==> src/design/synth_settings.svh <==
`ifndef SYNTH_SETTINGS_SVH
`define SYNTH_SETTINGS_SVH

// ----------------------------------------------------------
// MIDI serial input
// ----------------------------------------------------------

// iMCLK cycles per MIDI bit
// Real hardware would use the 31250 baud rate here
`define SYNTH_CLKS_PER_BIT 32

// MIDI channel of voice 0
// Voice 1 listens on the next channel up
`define SYNTH_BASE_CHANNEL 0

// Channel volume loaded at reset
`define SYNTH_DEFAULT_VOLUME 127

// ----------------------------------------------------------
// I2S output
// ----------------------------------------------------------

// iMCLK cycles per BCLK period
// 64 BCLK per frame gives 256 iMCLK per frame
`define SYNTH_BCLK_DIV 4

`endif

==> src/design/synthPkg.sv <==
package synthPkg;

	// ----------------------------------------------------------
	// Audio sample
	// ----------------------------------------------------------

	// Signed 16-bit PCM word
	typedef logic signed [15:0] sampleT;

	// ----------------------------------------------------------
	// MIDI message
	// ----------------------------------------------------------

	// Channel message classes the decoder acts on
	typedef enum logic [1:0]
	{
		kindNoteOff    = 2'd0,
		kindNoteOn     = 2'd1,
		kindCtrlChange = 2'd2,
		kindOther      = 2'd3
	} msgKindE;

	// Note on and note off data pair
	typedef struct packed
	{
		logic [7:0] key;
		logic [7:0] velocity;
	} noteViewS;

	// Control change data pair
	typedef struct packed
	{
		logic [7:0] number;
		logic [7:0] value;
	} ctrlViewS;

	// Same two data bytes, read by message kind
	typedef union packed
	{
		noteViewS note;
		ctrlViewS ctrl;
	} midiMsgU;

endpackage

==> src/design/midiByteRx.sv <==
`timescale 1ns/100ps
`include "synth_settings.svh"

module midiByteRx
(
	input  logic       iMCLK,
	input  logic       reset,
	input  logic       serialIn,
	output logic [7:0] rxByte,
	output logic       byteValid
);

	// serialIn is the inverted MIDI line and idles low
	localparam int ClksPerBit = `SYNTH_CLKS_PER_BIT;
	localparam int CntW = $clog2(ClksPerBit);
	localparam logic [CntW-1:0] HalfBit = CntW'(ClksPerBit / 2 - 1);
	localparam logic [CntW-1:0] FullBit = CntW'(ClksPerBit - 1);

	// FSM encoding
	localparam logic [1:0] StIdle  = 2'd0;
	localparam logic [1:0] StStart = 2'd1;
	localparam logic [1:0] StData  = 2'd2;
	localparam logic [1:0] StStop  = 2'd3;

	logic [1:0]      syncReg;
	logic            rxBit;
	logic [1:0]      state;
	logic [CntW-1:0] clkCnt;
	logic [2:0]      bitIdx;

	// ----------------------------------------------------------
	// Input inversion and synchronizer
	// ----------------------------------------------------------

	// Back to UART polarity, idle high and start bit low
	always_ff @(posedge iMCLK)
	begin
		if (reset)
			syncReg <= 2'b11;
		else
			syncReg <= {syncReg[0], ~serialIn};
	end

	assign rxBit = syncReg[1];

	// ----------------------------------------------------------
	// Bit timing FSM
	// ----------------------------------------------------------

	always_ff @(posedge iMCLK)
	begin
		if (reset)
		begin
			state     <= StIdle;
			clkCnt    <= '0;
			bitIdx    <= '0;
			byteValid <= 1'b0;
		end
		else
		begin
			byteValid <= 1'b0;
			case (state)
				StIdle:
				begin
					clkCnt <= '0;
					bitIdx <= '0;
					if (!rxBit)
						state <= StStart;
				end
				StStart:
				begin
					// Half a bit in, the start bit must still be low
					if (clkCnt == HalfBit)
					begin
						clkCnt <= '0;
						state  <= rxBit ? StIdle : StData;
					end
					else
						clkCnt <= clkCnt + 1'b1;
				end
				StData:
				begin
					if (clkCnt == FullBit)
					begin
						clkCnt <= '0;
						bitIdx <= bitIdx + 3'd1;
						if (bitIdx == 3'd7)
							state <= StStop;
					end
					else
						clkCnt <= clkCnt + 1'b1;
				end
				default:
				begin
					// Mid stop bit, a low level here is a framing error
					if (clkCnt == FullBit)
					begin
						byteValid <= rxBit;
						state     <= StIdle;
					end
					else
						clkCnt <= clkCnt + 1'b1;
				end
			endcase
		end
	end

	// LSB first, so shift in from the top
	always_ff @(posedge iMCLK)
	begin
		if (state == StData && clkCnt == FullBit)
			rxByte <= {rxBit, rxByte[7:1]};
	end

endmodule

==> src/design/midiDecoder.sv <==
`timescale 1ns/100ps
`include "synth_settings.svh"

module midiDecoder
(
	input  logic       iMCLK,
	input  logic       reset,
	input  logic [7:0] rxByte,
	input  logic       byteValid,
	output logic       gate0,
	output logic       gate1,
	output logic [6:0] key0,
	output logic [6:0] key1,
	output logic [6:0] velocity0,
	output logic [6:0] velocity1,
	output logic [6:0] volume0,
	output logic [6:0] volume1
);

	localparam logic [3:0] BaseCh        = 4'(`SYNTH_BASE_CHANNEL);
	localparam logic [6:0] DefaultVolume = 7'(`SYNTH_DEFAULT_VOLUME);
	// Channel volume controller
	localparam logic [7:0] CcVolume      = 8'd7;

	// Bit 7 clear means no running status
	logic [7:0]        runStatus;
	logic              haveFirst;
	logic [7:0]        firstData;
	logic              twoData;
	logic              msgDone;
	synthPkg::midiMsgU msg;
	synthPkg::msgKindE kind;

	// Per voice state
	logic [1:0]        gateR;
	logic [6:0]        keyR [2];
	logic [6:0]        velR [2];
	logic [6:0]        volR [2];

	// ----------------------------------------------------------
	// Byte parser with running status
	// ----------------------------------------------------------

	// Program change and channel pressure carry one data byte
	assign twoData = (runStatus[6:5] != 2'b10);

	always_ff @(posedge iMCLK)
	begin
		if (reset)
		begin
			runStatus <= 8'h00;
			haveFirst <= 1'b0;
		end
		else if (byteValid)
		begin
			if (rxByte[7])
			begin
				// Real-time bytes may fall inside a message
				if (rxByte[7:3] != 5'b11111)
				begin
					runStatus <= (rxByte[7:4] == 4'hF) ? 8'h00 : rxByte;
					haveFirst <= 1'b0;
				end
			end
			else if (runStatus[7])
				haveFirst <= twoData && !haveFirst;
		end
	end

	always_ff @(posedge iMCLK)
	begin
		if (byteValid && !rxByte[7] && !haveFirst)
			firstData <= rxByte;
	end

	// Last data byte of a complete message
	assign msgDone = byteValid && !rxByte[7] && runStatus[7] && (!twoData || haveFirst);
	assign msg     = twoData ? {firstData, rxByte} : {rxByte, 8'h00};

	always_comb
	begin
		case (runStatus[7:4])
			4'h8:    kind = synthPkg::kindNoteOff;
			4'h9:    kind = synthPkg::kindNoteOn;
			4'hB:    kind = synthPkg::kindCtrlChange;
			default: kind = synthPkg::kindOther;
		endcase
	end

	// ----------------------------------------------------------
	// Voice state update
	// ----------------------------------------------------------

	always_ff @(posedge iMCLK)
	begin
		if (reset)
		begin
			gateR <= 2'b00;
			for (int v = 0; v < 2; v++)
			begin
				keyR[v] <= '0;
				velR[v] <= '0;
				volR[v] <= DefaultVolume;
			end
		end
		else if (msgDone)
		begin
			for (int v = 0; v < 2; v++)
			begin
				// Channels other than the two voices fall through
				if (runStatus[3:0] == BaseCh + 4'(v))
				begin
					case (kind)
						synthPkg::kindNoteOn:
						begin
							if (msg.note.velocity[6:0] != 7'd0)
							begin
								gateR[v] <= 1'b1;
								keyR[v]  <= msg.note.key[6:0];
								velR[v]  <= msg.note.velocity[6:0];
							end
							// velocity zero acts as note off
							else if (msg.note.key[6:0] == keyR[v])
								gateR[v] <= 1'b0;
						end
						synthPkg::kindNoteOff:
						begin
							if (msg.note.key[6:0] == keyR[v])
								gateR[v] <= 1'b0;
						end
						synthPkg::kindCtrlChange:
						begin
							if (msg.ctrl.number == CcVolume)
								volR[v] <= msg.ctrl.value[6:0];
						end
						default:
						begin
						end
					endcase
				end
			end
		end
	end

	assign gate0     = gateR[0];
	assign gate1     = gateR[1];
	assign key0      = keyR[0];
	assign key1      = keyR[1];
	assign velocity0 = velR[0];
	assign velocity1 = velR[1];
	assign volume0   = volR[0];
	assign volume1   = volR[1];

endmodule

==> src/design/toneVoice.sv <==
`timescale 1ns/100ps

module toneVoice
(
	input  logic            iMCLK,
	input  logic            reset,
	input  logic            sampleReq,
	input  logic            gate,
	input  logic [6:0]      key,
	input  logic [6:0]      velocity,
	input  logic [6:0]      volume,
	output synthPkg::sampleT sample
);

	logic             gateD;
	logic             gateRise;
	logic             phase;
	logic [7:0]       frameCnt;
	logic [7:0]       halfPeriod;
	logic [13:0]      ampR;
	// State as seen this cycle, onset already applied
	logic             curPhase;
	logic [7:0]       curCnt;
	logic [13:0]      curAmp;
	synthPkg::sampleT ampS;

	// Higher key gives a shorter half period, 1 to 128 frames
	assign halfPeriod = 8'd128 - {1'b0, key};

	assign gateRise = gate & ~gateD;
	assign curPhase = gateRise | phase;
	assign curCnt   = gateRise ? 8'd0 : frameCnt;
	assign curAmp   = gateRise ? velocity * volume : ampR;
	assign ampS     = {2'b00, curAmp};

	// Amplitude held for the whole note
	always_ff @(posedge iMCLK)
	begin
		if (gateRise)
			ampR <= velocity * volume;
	end

	// ----------------------------------------------------------
	// Square wave per frame
	// ----------------------------------------------------------

	always_ff @(posedge iMCLK)
	begin
		if (reset)
		begin
			gateD    <= 1'b0;
			phase    <= 1'b0;
			frameCnt <= '0;
			sample   <= '0;
		end
		else
		begin
			gateD <= gate;
			if (sampleReq)
			begin
				if (!gate)
					sample <= '0;
				else
				begin
					sample <= curPhase ? ampS : -ampS;
					if (curCnt == halfPeriod - 8'd1)
					begin
						frameCnt <= '0;
						phase    <= ~curPhase;
					end
					else
					begin
						frameCnt <= curCnt + 8'd1;
						phase    <= curPhase;
					end
				end
			end
			else if (gateRise)
			begin
				// Onset starts on the positive half
				frameCnt <= '0;
				phase    <= 1'b1;
			end
		end
	end

endmodule

==> src/design/voiceMixer.sv <==
`timescale 1ns/100ps

module voiceMixer
(
	input  logic             iMCLK,
	input  logic             reset,
	input  logic             sampleReq,
	input  synthPkg::sampleT sample0,
	input  synthPkg::sampleT sample1,
	output synthPkg::sampleT mix
);

	// Voice samples settle one cycle after the request
	logic reqD;

	// ----------------------------------------------------------
	// Mono sum
	// ----------------------------------------------------------

	// Each voice peaks at 127 * 127
	// two of them stay inside 16 bits
	always_ff @(posedge iMCLK)
	begin
		if (reset)
		begin
			reqD <= 1'b0;
			mix  <= '0;
		end
		else
		begin
			reqD <= sampleReq;
			if (reqD)
				mix <= sample0 + sample1;
		end
	end

endmodule

==> src/design/i2sTransmitter.sv <==
`timescale 1ns/100ps
`include "synth_settings.svh"

module i2sTransmitter
(
	input  logic             iMCLK,
	input  logic             reset,
	input  synthPkg::sampleT mix,
	output logic             sampleReq,
	output logic             i2sBclk,
	output logic             i2sLrclk,
	output logic             i2sSdata
);

	localparam int BclkDiv = `SYNTH_BCLK_DIV;
	localparam int DivW = $clog2(BclkDiv);
	localparam logic [DivW-1:0] DivLast = DivW'(BclkDiv - 1);
	localparam logic [DivW-1:0] DivHalf = DivW'(BclkDiv / 2 - 1);

	logic [DivW-1:0]  divCnt;
	logic             bclkFall;
	// Bit position in the 64-bit frame, bit 5 selects the slot
	logic [5:0]       bitCnt;
	logic [5:0]       nextPos;
	synthPkg::sampleT holdReg;
	logic [15:0]      shiftReg;

	assign bclkFall = (divCnt == DivLast);
	assign nextPos  = bitCnt + 6'd1;

	// ----------------------------------------------------------
	// Clocks, frame strobe and serial data
	// ----------------------------------------------------------

	// Everything moves on the falling BCLK edge
	always_ff @(posedge iMCLK)
	begin
		if (reset)
		begin
			divCnt    <= '0;
			bitCnt    <= '0;
			sampleReq <= 1'b0;
			i2sBclk   <= 1'b0;
			i2sLrclk  <= 1'b0;
			i2sSdata  <= 1'b0;
			holdReg   <= '0;
			shiftReg  <= '0;
		end
		else
		begin
			// Pulse together with LRCLK going low
			sampleReq <= bclkFall && (nextPos == 6'd0);
			if (bclkFall)
			begin
				divCnt   <= '0;
				bitCnt   <= nextPos;
				i2sBclk  <= 1'b0;
				i2sLrclk <= nextPos[5];
				// Slot start sends the spent register, which is all zeros
				i2sSdata <= shiftReg[15];
				if (nextPos == 6'd0)
				begin
					// Left slot, previous frame's mix
					shiftReg <= mix;
					holdReg  <= mix;
				end
				else if (nextPos == 6'd32)
					shiftReg <= holdReg;
				else
					shiftReg <= {shiftReg[14:0], 1'b0};
			end
			else
			begin
				divCnt <= divCnt + 1'b1;
				// second half of the period is high
				if (divCnt == DivHalf)
					i2sBclk <= 1'b1;
			end
		end
	end

endmodule

==> src/design/synthTop.sv <==
`timescale 1ns/100ps

module synthTop
(
	input  logic iMCLK,
	input  logic reset,
	input  logic midiIn,
	output logic i2sMclk,
	output logic i2sBclk,
	output logic i2sLrclk,
	output logic i2sSdata
);

	// Receiver to decoder
	logic [7:0]       rxByte;
	logic             byteValid;

	// Decoder to voices
	logic             gate0;
	logic             gate1;
	logic [6:0]       key0;
	logic [6:0]       key1;
	logic [6:0]       velocity0;
	logic [6:0]       velocity1;
	logic [6:0]       volume0;
	logic [6:0]       volume1;

	// Audio path
	logic             sampleReq;
	synthPkg::sampleT sample0;
	synthPkg::sampleT sample1;
	synthPkg::sampleT mix;

	// ----------------------------------------------------------
	// MIDI input
	// ----------------------------------------------------------

	midiByteRx rxInst
	(
		.iMCLK(iMCLK),
		.reset(reset),
		.serialIn(midiIn),
		.rxByte(rxByte),
		.byteValid(byteValid)
	);

	midiDecoder decoderInst
	(
		.iMCLK(iMCLK),
		.reset(reset),
		.rxByte(rxByte),
		.byteValid(byteValid),
		.gate0(gate0),
		.gate1(gate1),
		.key0(key0),
		.key1(key1),
		.velocity0(velocity0),
		.velocity1(velocity1),
		.volume0(volume0),
		.volume1(volume1)
	);

	// ----------------------------------------------------------
	// Voices and mix
	// ----------------------------------------------------------

	toneVoice voice0Inst
	(
		.iMCLK(iMCLK),
		.reset(reset),
		.sampleReq(sampleReq),
		.gate(gate0),
		.key(key0),
		.velocity(velocity0),
		.volume(volume0),
		.sample(sample0)
	);

	toneVoice voice1Inst
	(
		.iMCLK(iMCLK),
		.reset(reset),
		.sampleReq(sampleReq),
		.gate(gate1),
		.key(key1),
		.velocity(velocity1),
		.volume(volume1),
		.sample(sample1)
	);

	voiceMixer mixerInst
	(
		.iMCLK(iMCLK),
		.reset(reset),
		.sampleReq(sampleReq),
		.sample0(sample0),
		.sample1(sample1),
		.mix(mix)
	);

	// ----------------------------------------------------------
	// I2S output
	// ----------------------------------------------------------

	i2sTransmitter i2sInst
	(
		.iMCLK(iMCLK),
		.reset(reset),
		.mix(mix),
		.sampleReq(sampleReq),
		.i2sBclk(i2sBclk),
		.i2sLrclk(i2sLrclk),
		.i2sSdata(i2sSdata)
	);

	// Codec master clock is the system clock
	assign i2sMclk = iMCLK;

endmodule

==> config.mk <==
export PLATFORM = sky130hd
export DESIGN_NAME = synthTop
export DESIGN_NICKNAME = d
export VERILOG_FILES = /design/src/design/synthPkg.sv /design/src/design/midiByteRx.sv /design/src/design/midiDecoder.sv /design/src/design/toneVoice.sv /design/src/design/voiceMixer.sv /design/src/design/i2sTransmitter.sv /design/src/design/synthTop.sv
export VERILOG_INCLUDE_DIRS = /design/src /design/src/design
export SDC_FILE = /design/constraint.sdc
export NUM_CORES = 1
export LEC_CHECK = 0
export BUFFER_PORTS_ARGS = -buffer_cell sky130_fd_sc_hd__buf_4
export CAP_MARGIN = 20
export CORE_ASPECT_RATIO = 0.6
export CORE_MARGIN = 3
export CORE_UTILIZATION = 45
export DETAILED_ROUTE_END_ITERATION = 8
export GPL_TIMING_DRIVEN = 0
export PLACE_DENSITY = 0.65
export SYNTH_ARGS = -nofsm -noshare
export SYNTH_HDL_FRONTEND = slang
export SYNTH_HIERARCHICAL = 1
export SYNTH_SLANG_ARGS = --single-unit
==> constraint.sdc <==
create_clock -name iMCLK -period 6.2 [get_ports iMCLK]
set_clock_uncertainty 0.1 [all_clocks]
set_input_delay 1.24 -clock iMCLK [delete_from_list [all_inputs] [get_ports iMCLK]]
set_output_delay 1.24 -clock iMCLK [all_outputs]
set_load 0.005 [all_outputs]
==> results of run 1 <==
-- Yosys cell counts, types with 21 or more instances --
master    count  area (um2)
xor2_1       46         403
nand2b_1     22         138
edfxtp_1     58        1740
inv_1        73         274
xnor2_1      36         315
nor2_1      101         379
o21ai_0      55         275
nand2_1     133         499
nor3_1       26         130
and2_1       86         538
ha_1         94        1180
a21oi_1     101         505
mux2i_1      21         210
nand3_1      37         185
dfxtp_1     164        3280
fa_1         49         981
-- worst paths after layout --
check,from,end,depth (start not counted)
setup / recovery,decoderInst/velR[0][10],voice1Inst/sample[14],19
hold reg to reg,rxInst/syncReg[0],rxInst/syncReg[1],1
setup reg to reg,decoderInst/velR[0][10],voice1Inst/sample[14],19
hold / removal,rxInst/syncReg[0],rxInst/syncReg[1],1
-- sequential cells by signal, summed over array words and instances (netlist names), 8 cells and up --
name and cells:
i2sInst/holdReg 16, i2sInst/shiftReg 16, mixerInst/mix 16, voice0Inst/sample 16, voice1Inst/sample 16, decoderInst/keyR 14, decoderInst/velR 14, decoderInst/volR 14
voice0Inst/ampR 14, voice1Inst/ampR 14, decoderInst/firstData 8, decoderInst/runStatus 8, rxInst/rxByte 8, voice0Inst/frameCnt 8, voice1Inst/frameCnt 8
-- kinds of logic (layout without fill, tap and decap cells) --
group,count (synthesis),after routing,synth area share (%)
buffers and inverters,138,188,5.60
adders and majority gates,143,143,14.8
AOI/OAI and AO/OA,346,346,16.9
xor gates and xnor gates,82,82,4.93
and+or+nand+nor,537,537,20.2
muxes,40,40,3.12
DFF,222,222,34.5
-- power by group --
group	switching [W]	total, W	internal [W]
Clock	0.000604	0.00155	0.000947
Sequential	0.0000516	0.00162	0.00157
Combinational	0.000618	0.00105	0.000436
Total	0.00127	0.00422	0.00295
-- stage by stage --
stage	setup WS (ps)	power [W]	util, %
2_1_floorplan	890	0.00247	-
3_3_place_gp	530	0.00268	48.0
3_5_place_dp	508	0.00271	48.0
4_1_cts	493	0.00425	50.7
5_1_grt	208	0.00446	50.7
6_report	500	0.00422	50.7
-- per-layer routing --
| layer | part of all wire, % | up-vias | track usage (%) |
|---|---|---|---|
| met5 | 0.022 | - | 0 |
| met4 | 1.1 | 2 | 3.23 |
| met3 | 8.0 | 39 | 5.83 |
| met2 | 37 | 318 | 27.7 |
| met1 | 53 | 5614 | 35.4 |
| li1 | - | 5461 | - |
-- final cells by class --
class                           count  area (um2)
Buffer                             64         538
Clock buffer                       36         763
Clock inverter                      8        96.3
Fill cell                        2961       15500
Inverter                           74         278
Multi-Input combinational cell   1148        8730
Sequential cell                   222        5020
Tap cell                          416         520
Timing Repair Buffer                6        42.5
==> results.ini, run 1 <==
[outcome]
run_status = finished, final reports clean

[global_routing]
grt_max_degree = 15
grt_usage_pct = 21.5
grt.overflow.total = 0
antenna_found_initial = 1
grt_pass1_wl_mm = 59.7
grt_pass1_vias = 10800

[logic_synthesis]
ys_async_sr_fraction_pct = 0
avgSynthCellArea_um2 = 9.66
syn_nets = 1654
syn_inst = 1508
synthFlopType = dfxtp_1
ys_ff_latch = 222
synth-seq-area-share_pct = 34.5
yosys_warnings = 6
synthDistinctLibCells = 111
synth_edf_count = 58
syn_area_um2 = 14600

[power]
leakagePower_nw = 6.48
ir_worst_vdd_mv = 0.199
power_per_cell_area_nw_per_um2 = 264

[worst_setup_path]
setup.worst_path.end_class = register
arrival_ps = 6120
cp_cell_sequence = and2_1 -> fa_1 -> inv_1 -> fa_1 -> inv_1 -> fa_1 -> inv_1 -> fa_1 -> inv_1 -> ha_1 -> a21oi_2 -> o211ai_2 -> and4_1 -> or3_1 -> buf_2 -> or3b_1 -> nor3_1 -> nand3_1 -> a32o_1
crit_buf_inv = 5
cpLargestDelayFamily = adder cells
rrSetupSlack_ps = 500
slowest_stage = fa_1
slowest_delay_ps = 540
cp_max_fo = 7
cp-start-kind = register
path_class = reg2reg
worstPathRequired_ps = 6620

[drt]
drtPass1Iterations = 5
drc = 0
vias = 11400
ant_nets = 0
via_per_inst = 5.79
routed_wl_mm = 37.0
first_iter_violations = 876
wl_per_cell_um = 18.8

[clock_network]
post-cts-setup-buffers = 0
ctsResizeCount = 0
path_clk_slew_ps = 70
cts_tree = yes
clock_latency_ps = 630
ctsHoldBuffers = 0

[floorplanning]
die_h_um = 145
start_util_pct = 46.2
die_w_um = 238
dieArea_um2 = 34700
num_io_pins = 7
rows = 50
core_um2 = 31500

[finish]
area_growth_pct = 9.76
num_antenna_cells = 0
final_cell_area_um2 = 16000
drive_gt1_share_pct = 11.9
instances_no_fill = 1974
fin_nets = 1689
layout_common_cells = dfxtp_1 (164), nand2_1 (133), nor2_1 (101), a21oi_1 (101), ha_1 (94)
final_common_cell = dfxtp_1

[sta]
final_hold_viol_count = 0
rsz0062_at_grt = false
fin_crit_sh_pct = 91.9
drv_slew = 0
fmax_mhz = 175
tns_ps = 0
relSlewSlack_pct = 43.9
timing.hold.ws_ps = 314
setup_viol = 0
worst_slew_pin_slew_ps = 841
min_period_ps = 5700

[place]
dp_cells = 1930
gp_congestion = 0.866
place_area_um2 = 15100
io_buffers = 6
dp_hpwl_mm = 28.4

[flow_run]
max_cap_violations = 0

[hold_path]
min_path_type = reg2reg

No activity file was read; power rests on OpenSTA's default activity.
==> run 2, diff against run 1 <==
--- a/config.mk
+++ b/config.mk
@@ -13,7 +13,7 @@
 export CORE_UTILIZATION = 45
 export DETAILED_ROUTE_END_ITERATION = 8
 export GPL_TIMING_DRIVEN = 0
-export PLACE_DENSITY = 0.65
+export PLACE_DENSITY = 0.67
 export SYNTH_ARGS = -nofsm -noshare
 export SYNTH_HDL_FRONTEND = slang
 export SYNTH_HIERARCHICAL = 1
==> constraint.sdc (replaced) <==
create_clock -name iMCLK -period 4.9 [get_ports iMCLK]
set_clock_uncertainty 0.1 [all_clocks]
set_input_delay 0.98 -clock iMCLK [delete_from_list [all_inputs] [get_ports iMCLK]]
set_output_delay 0.98 -clock iMCLK [all_outputs]
set_load 0.005 [all_outputs]
==> run 2 against run 1 <==
The run now ends with setup timing left; non-clock buffer count up 40; sequential share of layout area down 1.2 points; power up 35%; via count up 2.0%; clock power up 31%; critical path depth down 3; register-to-register slack worse by 690 ps; largest cell class unchanged; largest power group unchanged.
==> results.ini, run 2 (same netlist as run 1, synthesis figures left out) <==
[drt]
vias = 11700
routed_wl_mm = 37.8
drtPass1Iterations = 7
first_iter_violations = 1180
drc = 0
via_per_inst = 5.78
ant_nets = 0
wl_per_cell_um = 18.7

[sta]
min_period_ps = 5090
drv_slew = 0
relSlewSlack_pct = 41.4
fmax_mhz = 197
fin_crit_sh_pct = 104
rsz0062_at_grt = true
worst_slew_pin_slew_ps = 877
fin_ws_ps = -186
final_hold_viol_count = 0
setup_viol = 12

[global_routing]
grt_pass1_wl_mm = 60.9
grt_max_degree = 15
grt_usage_pct = 21.8
grt.overflow.total = 0
antenna_found_initial = 0
grt_pass1_vias = 11100

[worst_setup_path]
slowest_stage = fa_1
rrSetupSlack_ps = -190
cpLargestDelayFamily = adder cells
slowest_delay_ps = 500
path_class = reg2reg
cp_cell_sequence = buf_4 -> buf_4 -> and2_1 -> fa_1 -> fa_1 -> fa_1 -> ha_1 -> ha_1 -> o21ai_0 -> nand2b_2 -> and4_1 -> or3_4 -> or3b_4 -> nor3_2 -> nand3_1 -> a32o_1
cp_max_fo = 5
worstPathRequired_ps = 5330
arrival_ps = 5510
setup.worst_path.end_class = register
crit_buf_inv = 2
crit_top_cell = fa_1
cp-start-kind = register

[floorplanning]
die_h_um = 145
core_um2 = 31500
start_util_pct = 46.2
num_io_pins = 7
dieArea_um2 = 34700
rows = 50
die_w_um = 238

[power]
leakagePower_nw = 6.76
switching_share_pct = 30.7
power_switching_w = 0.00176
pwr-share-comb_pct = 28.7
ir_worst_vdd_mv = 0.288
power_per_cell_area_nw_per_um2 = 343
power_frac_clock_pct = 35.5
p_int_w = 0.00396
p_seq_share_pct = 35.8

[finish]
area_growth_pct = 14.3
fin_nets = 1730
final_cell_area_um2 = 16700
num_antenna_cells = 0
nFillCells = 2845
finish.utilization_pct = 52.8
drive_gt1_share_pct = 16.7
layout_common_cells = dfxtp_1 (164), nand2_1 (133), nor2_1 (101)
final_common_cell = dfxtp_1

[outcome]
failed_checks = setup timing
run_status = complete, but fails checks

[clock_network]
path_clk_slew_ps = 60
clock_latency_ps = 640
cts_tree = yes

[place]
dp_hpwl_mm = 28.0
place_area_um2 = 15200
io_buffers = 6
gp_congestion = 0.878

[hold_path]
min_path_type = reg2reg

[flow_run]
max_cap_violations = 0

[run 2: repair_timing]
item                                    4_1_cts  5_1_grt
gates resized for setup                      28       27
setup buffers                                24       18
hold buffers                                  0        0
endpoints found under the setup margin       17       19
pin swaps                                    31       24
[run 2: cell type report]
| cell class | count | area, um2 | share of cell area [%] |
|---|---|---|---|
| multi-input combinational | 1148 | 9030 | 54.2 |
| clock inverter | 4 | 51.3 | 0.308 |
| tap | 416 | 520 | 3.13 |
| inverter | 74 | 278 | 1.67 |
| sequential | 222 | 5020 | 30.2 |
| buffer | 63 | 533 | 3.20 |
| clock buffer | 43 | 852 | 5.12 |
| timing repair buffer | 47 | 362 | 2.17 |
[run 2: metal layers]
| metal | vias up | wire length (um) | global-route usage, % |
|---|---|---|---|
| met1 | 5678 | 20100 | 36.2 |
| li1 | 5552 | - | - |
| met5 | - | 0 | 0 |
| met3 | 45 | 3030 | 5.59 |
| met4 | 0 | 503 | 3.80 |
| met2 | 393 | 14100 | 27.7 |
[run 2: through the flow]
stage | hold slack [ps] | power, W | worst slack, ps | setup TNS (ps) | std cells
global route | 358 | 0.00602 | -365 | -3440 | 2017
finish | 320 | 0.00572 | -186 | -845 | 2017
floorplan | 289 | 0.00314 | -25.8 | -25.8 | 1508
detailed placement | 308 | 0.00344 | -513 | -5620 | 1930
CTS | 324 | 0.00561 | -139 | -544 | 1998
global placement | 297 | 0.00341 | -489 | -4910 | 1930
[run 2: power by group through the flow]
stage | logic, W | clock network (W) | registers, W
3_5_place_dp | 0.00133 | 0.0000247 | 0.00209
6_report | 0.00164 | 0.00203 | 0.00205
4_1_cts | 0.00150 | 0.00207 | 0.00205
2_1_floorplan | 0.00106 | 0.0000132 | 0.00207
5_1_grt | 0.00181 | 0.00215 | 0.00206
3_3_place_gp | 0.00130 | 0.0000247 | 0.00208
[run 2: final timing paths]
| kind | startpoint | endpoint | depth (start not counted) |
|---|---|---|---|
| max | decoderInst/volR[0][8] | voice1Inst/sample[14] | 16 |
| min | rxInst/syncReg[0] | rxInst/syncReg[1] | 1 |
| max reg2reg | decoderInst/volR[0][8] | voice1Inst/sample[14] | 16 |
| min reg2reg | rxInst/syncReg[0] | rxInst/syncReg[1] | 1 |
==> run 3, diff against run 2 <==
--- a/config.mk
+++ b/config.mk
@@ -6,6 +6,7 @@
 export SDC_FILE = /design/constraint.sdc
 export NUM_CORES = 1
 export LEC_CHECK = 0
+export ABC_AREA = 1
 export BUFFER_PORTS_ARGS = -buffer_cell sky130_fd_sc_hd__buf_4
 export CAP_MARGIN = 20
 export CORE_ASPECT_RATIO = 0.6
==> run 3 against run 2 <==
The flow now finishes without violations; first-iteration DRC count is 7.6% higher; power is 2.6% lower; clock-buffer cell count is 3 lower; register-to-register slack better by 400 ps; fmax is 8.5% higher; wire length is 1.8% higher; design area is 0.52% higher.
==> results.ini, run 3 <==
[outcome]
run_status = finished, final reports clean

[logic_synthesis]
synth_top_area_share_pct = 22.0
synth_compound_area_share_pct = 8.43
synth-seq-area-share_pct = 33.6
yosys_warnings = 6
synth-xor-area-share_pct = 1.29
syn_inst = 2046
synth-simple-area-share_pct = 31.1
syn_nets = 2192
syn_area_um2 = 15000
avgSynthCellArea_um2 = 7.31
synth_top_family_by_area = simple AND/OR/NAND/NOR gates
ys_top_cells_by_area = dfxtp_1 (22%), nand2_1 (15%), edfxtp_1 (12%)
ys_async_sr_fraction_pct = 0
synth_most_common_cell = nand2_1
synth_area_leader_cell = dfxtp_1
synthFlopType = dfxtp_1
synthDistinctLibCells = 58
synth_fa_ha_area_share_pct = 14.4
synth_common_cells = nand2_1 (583), inv_1 (353), dfxtp_1 (164)
synthMuxAreaShare_pct = 0
ys_ff_latch = 222
synth_edf_count = 58

[floorplanning]
die_w_um = 241
dieArea_um2 = 35500
rows = 51
start_util_pct = 45.9
die_h_um = 147
core_um2 = 32600
num_io_pins = 7

[drt]
ant_nets = 0
via_per_inst = 5.20
vias = 13400
top_layer = met4
route.layer.met1.wl_mm = 20.5
first_iter_violations = 1270
wl_met2_mm = 14.4
routed_wl_mm = 38.4
drc = 0
drtPass1Iterations = 5
wl_per_cell_um = 14.9
wl_met3_mm = 3.05

[power]
p_seq_share_pct = 36.3
power_w = 0.00557
power_switching_w = 0.00190
power_frac_clock_pct = 34.2
p_int_w = 0.00367
ir_worst_vdd_mv = 0.257
pwr-share-comb_pct = 29.5
leakagePower_nw = 8.13
switching_share_pct = 34.2
power_per_cell_area_nw_per_um2 = 333

[worst_setup_path]
cp-start-kind = register
path_class = reg2reg
arrival_ps = 5170
cp_max_fo = 6
setup.worst_path.end_class = register
worstPathRequired_ps = 5380

[global_routing]
grt_usage_pct = 21.8
grt_pass1_wl_mm = 62.3
antenna_found_initial = 0
grt.overflow.total = 0
grt_pass1_vias = 12100
grt_max_degree = 15

[finish]
layout_common_cells = nand2_1 (573), inv_1 (345), dfxtp_1 (164)
final_common_cell = nand2_1
num_antenna_cells = 0
drive_gt1_share_pct = 10.9
fin_nets = 2254
instances_no_fill = 2573
area_growth_pct = 11.9

[sta]
fin_crit_sh_pct = 95.7
fmax_mhz = 213
worst_slew_pin_slew_ps = 794
rsz0062_at_grt = true
min_period_ps = 4690
relSlewSlack_pct = 46.9
final_hold_viol_count = 0
setup_viol = 0
drv_slew = 0

[flow_run]
max_cap_violations = 0

[clock_network]
path_clk_slew_ps = 70
cts_tree = yes
ctsHoldBuffers = 0
clock_latency_ps = 670

[place]
gp_congestion = 0.880
dp_hpwl_mm = 29.3
dp_cells = 2502
io_buffers = 6

[hold_path]
min_path_type = reg2reg

==> run 3: area by class of cell <==
class	instances	area, um2
Clock inverter	5	58.8
Clock buffer	40	771
Sequential cell	222	5020
Buffer	49	312
Tap cell	450	563
Multi-Input combinational cell	1413	8410
Inverter	362	1360
Timing Repair Buffer	32	240
Fill cell	3149	15900
==> run 3: power groups by stage <==
stage / clock network (W) / logic (W) / registers [W]
CTS: 0.00195 / 0.00152 / 0.00202
global route: 0.00203 / 0.00188 / 0.00203
finish: 0.00190 / 0.00165 / 0.00202
detailed placement: 0.0000247 / 0.00149 / 0.00206
floorplan: 0.0000132 / 0.00118 / 0.00204
global placement: 0.0000247 / 0.00145 / 0.00206
==> run 3: routing by layer <==
metal  vias to the layer above  global-route usage, %
met1                      6332                   36.5
li1                       6628                      -
met5                         -                      0
met3                        34                   4.11
met2                       385                   28.4
met4                         0                   3.76
==> run 3: kinds of logic after synthesis <==
kind of cell | count (synthesis)
and+or+nand+nor | 1024
buffers and inverters | 411
AOI/OAI and AO/OA | 224
DFF | 222
adders and majority gates | 143
xor gates and xnor gates | 22
==> run 3: stage by stage <==
step | setup TNS [ps] | setup slack, ps | instance area (um2) | util [%] | hold WS, ps
after detailed placement | -320 | -123 | 15600 | 47.7 | 293
after global placement | -158 | -106 | 15600 | 47.7 | 299
after floorplan | 0 | 473 | 15000 | - | 289
final | 0 | 212 | 16700 | 51.3 | 325
after CTS | 0 | 9.24 | 16500 | 50.6 | 328
after global routing | -167 | -61.4 | 16700 | 51.3 | 346
==> run 3: repair_timing <==
item / in CTS / in global routing
setup buffers: 13 / 14
pin swaps: 0 / 29
cloned: 0 / 0
endpoints found under the setup margin: 9 / 15
resized for setup: 2 / 42
==> run 3: worst max-delay path, stage by stage (launching register included) <==
cell and delay, ps:
edfxtp_1 490, buf_4 210, nand2_1 70, inv_1 60
fa_1 480, ha_1 300, inv_1 60, fa_1 540
fa_1 560, inv_1 50, ha_1 350, inv_1 100
nand2_1 100, nand3_1 100, nand3_1 100, nand2_2 120
nand3_2 130, nor2_4 170, nand4_4 110, nand2_2 100
nand2_1 50, nand2_1 60, nand3_2 70, a21oi_2 110
==> run 3: worst paths after layout <==
path / from / cells past startpoint / end / slack [ps]
hold reg to reg: rxInst/syncReg[0] / 1 / rxInst/syncReg[1] / 330
hold / removal: rxInst/syncReg[0] / 1 / rxInst/syncReg[1] / 330
setup reg to reg: decoderInst/volR[0][3] / 23 / voice0Inst/sample[13] / 210
setup / recovery: decoderInst/volR[0][3] / 23 / voice0Inst/sample[13] / 210
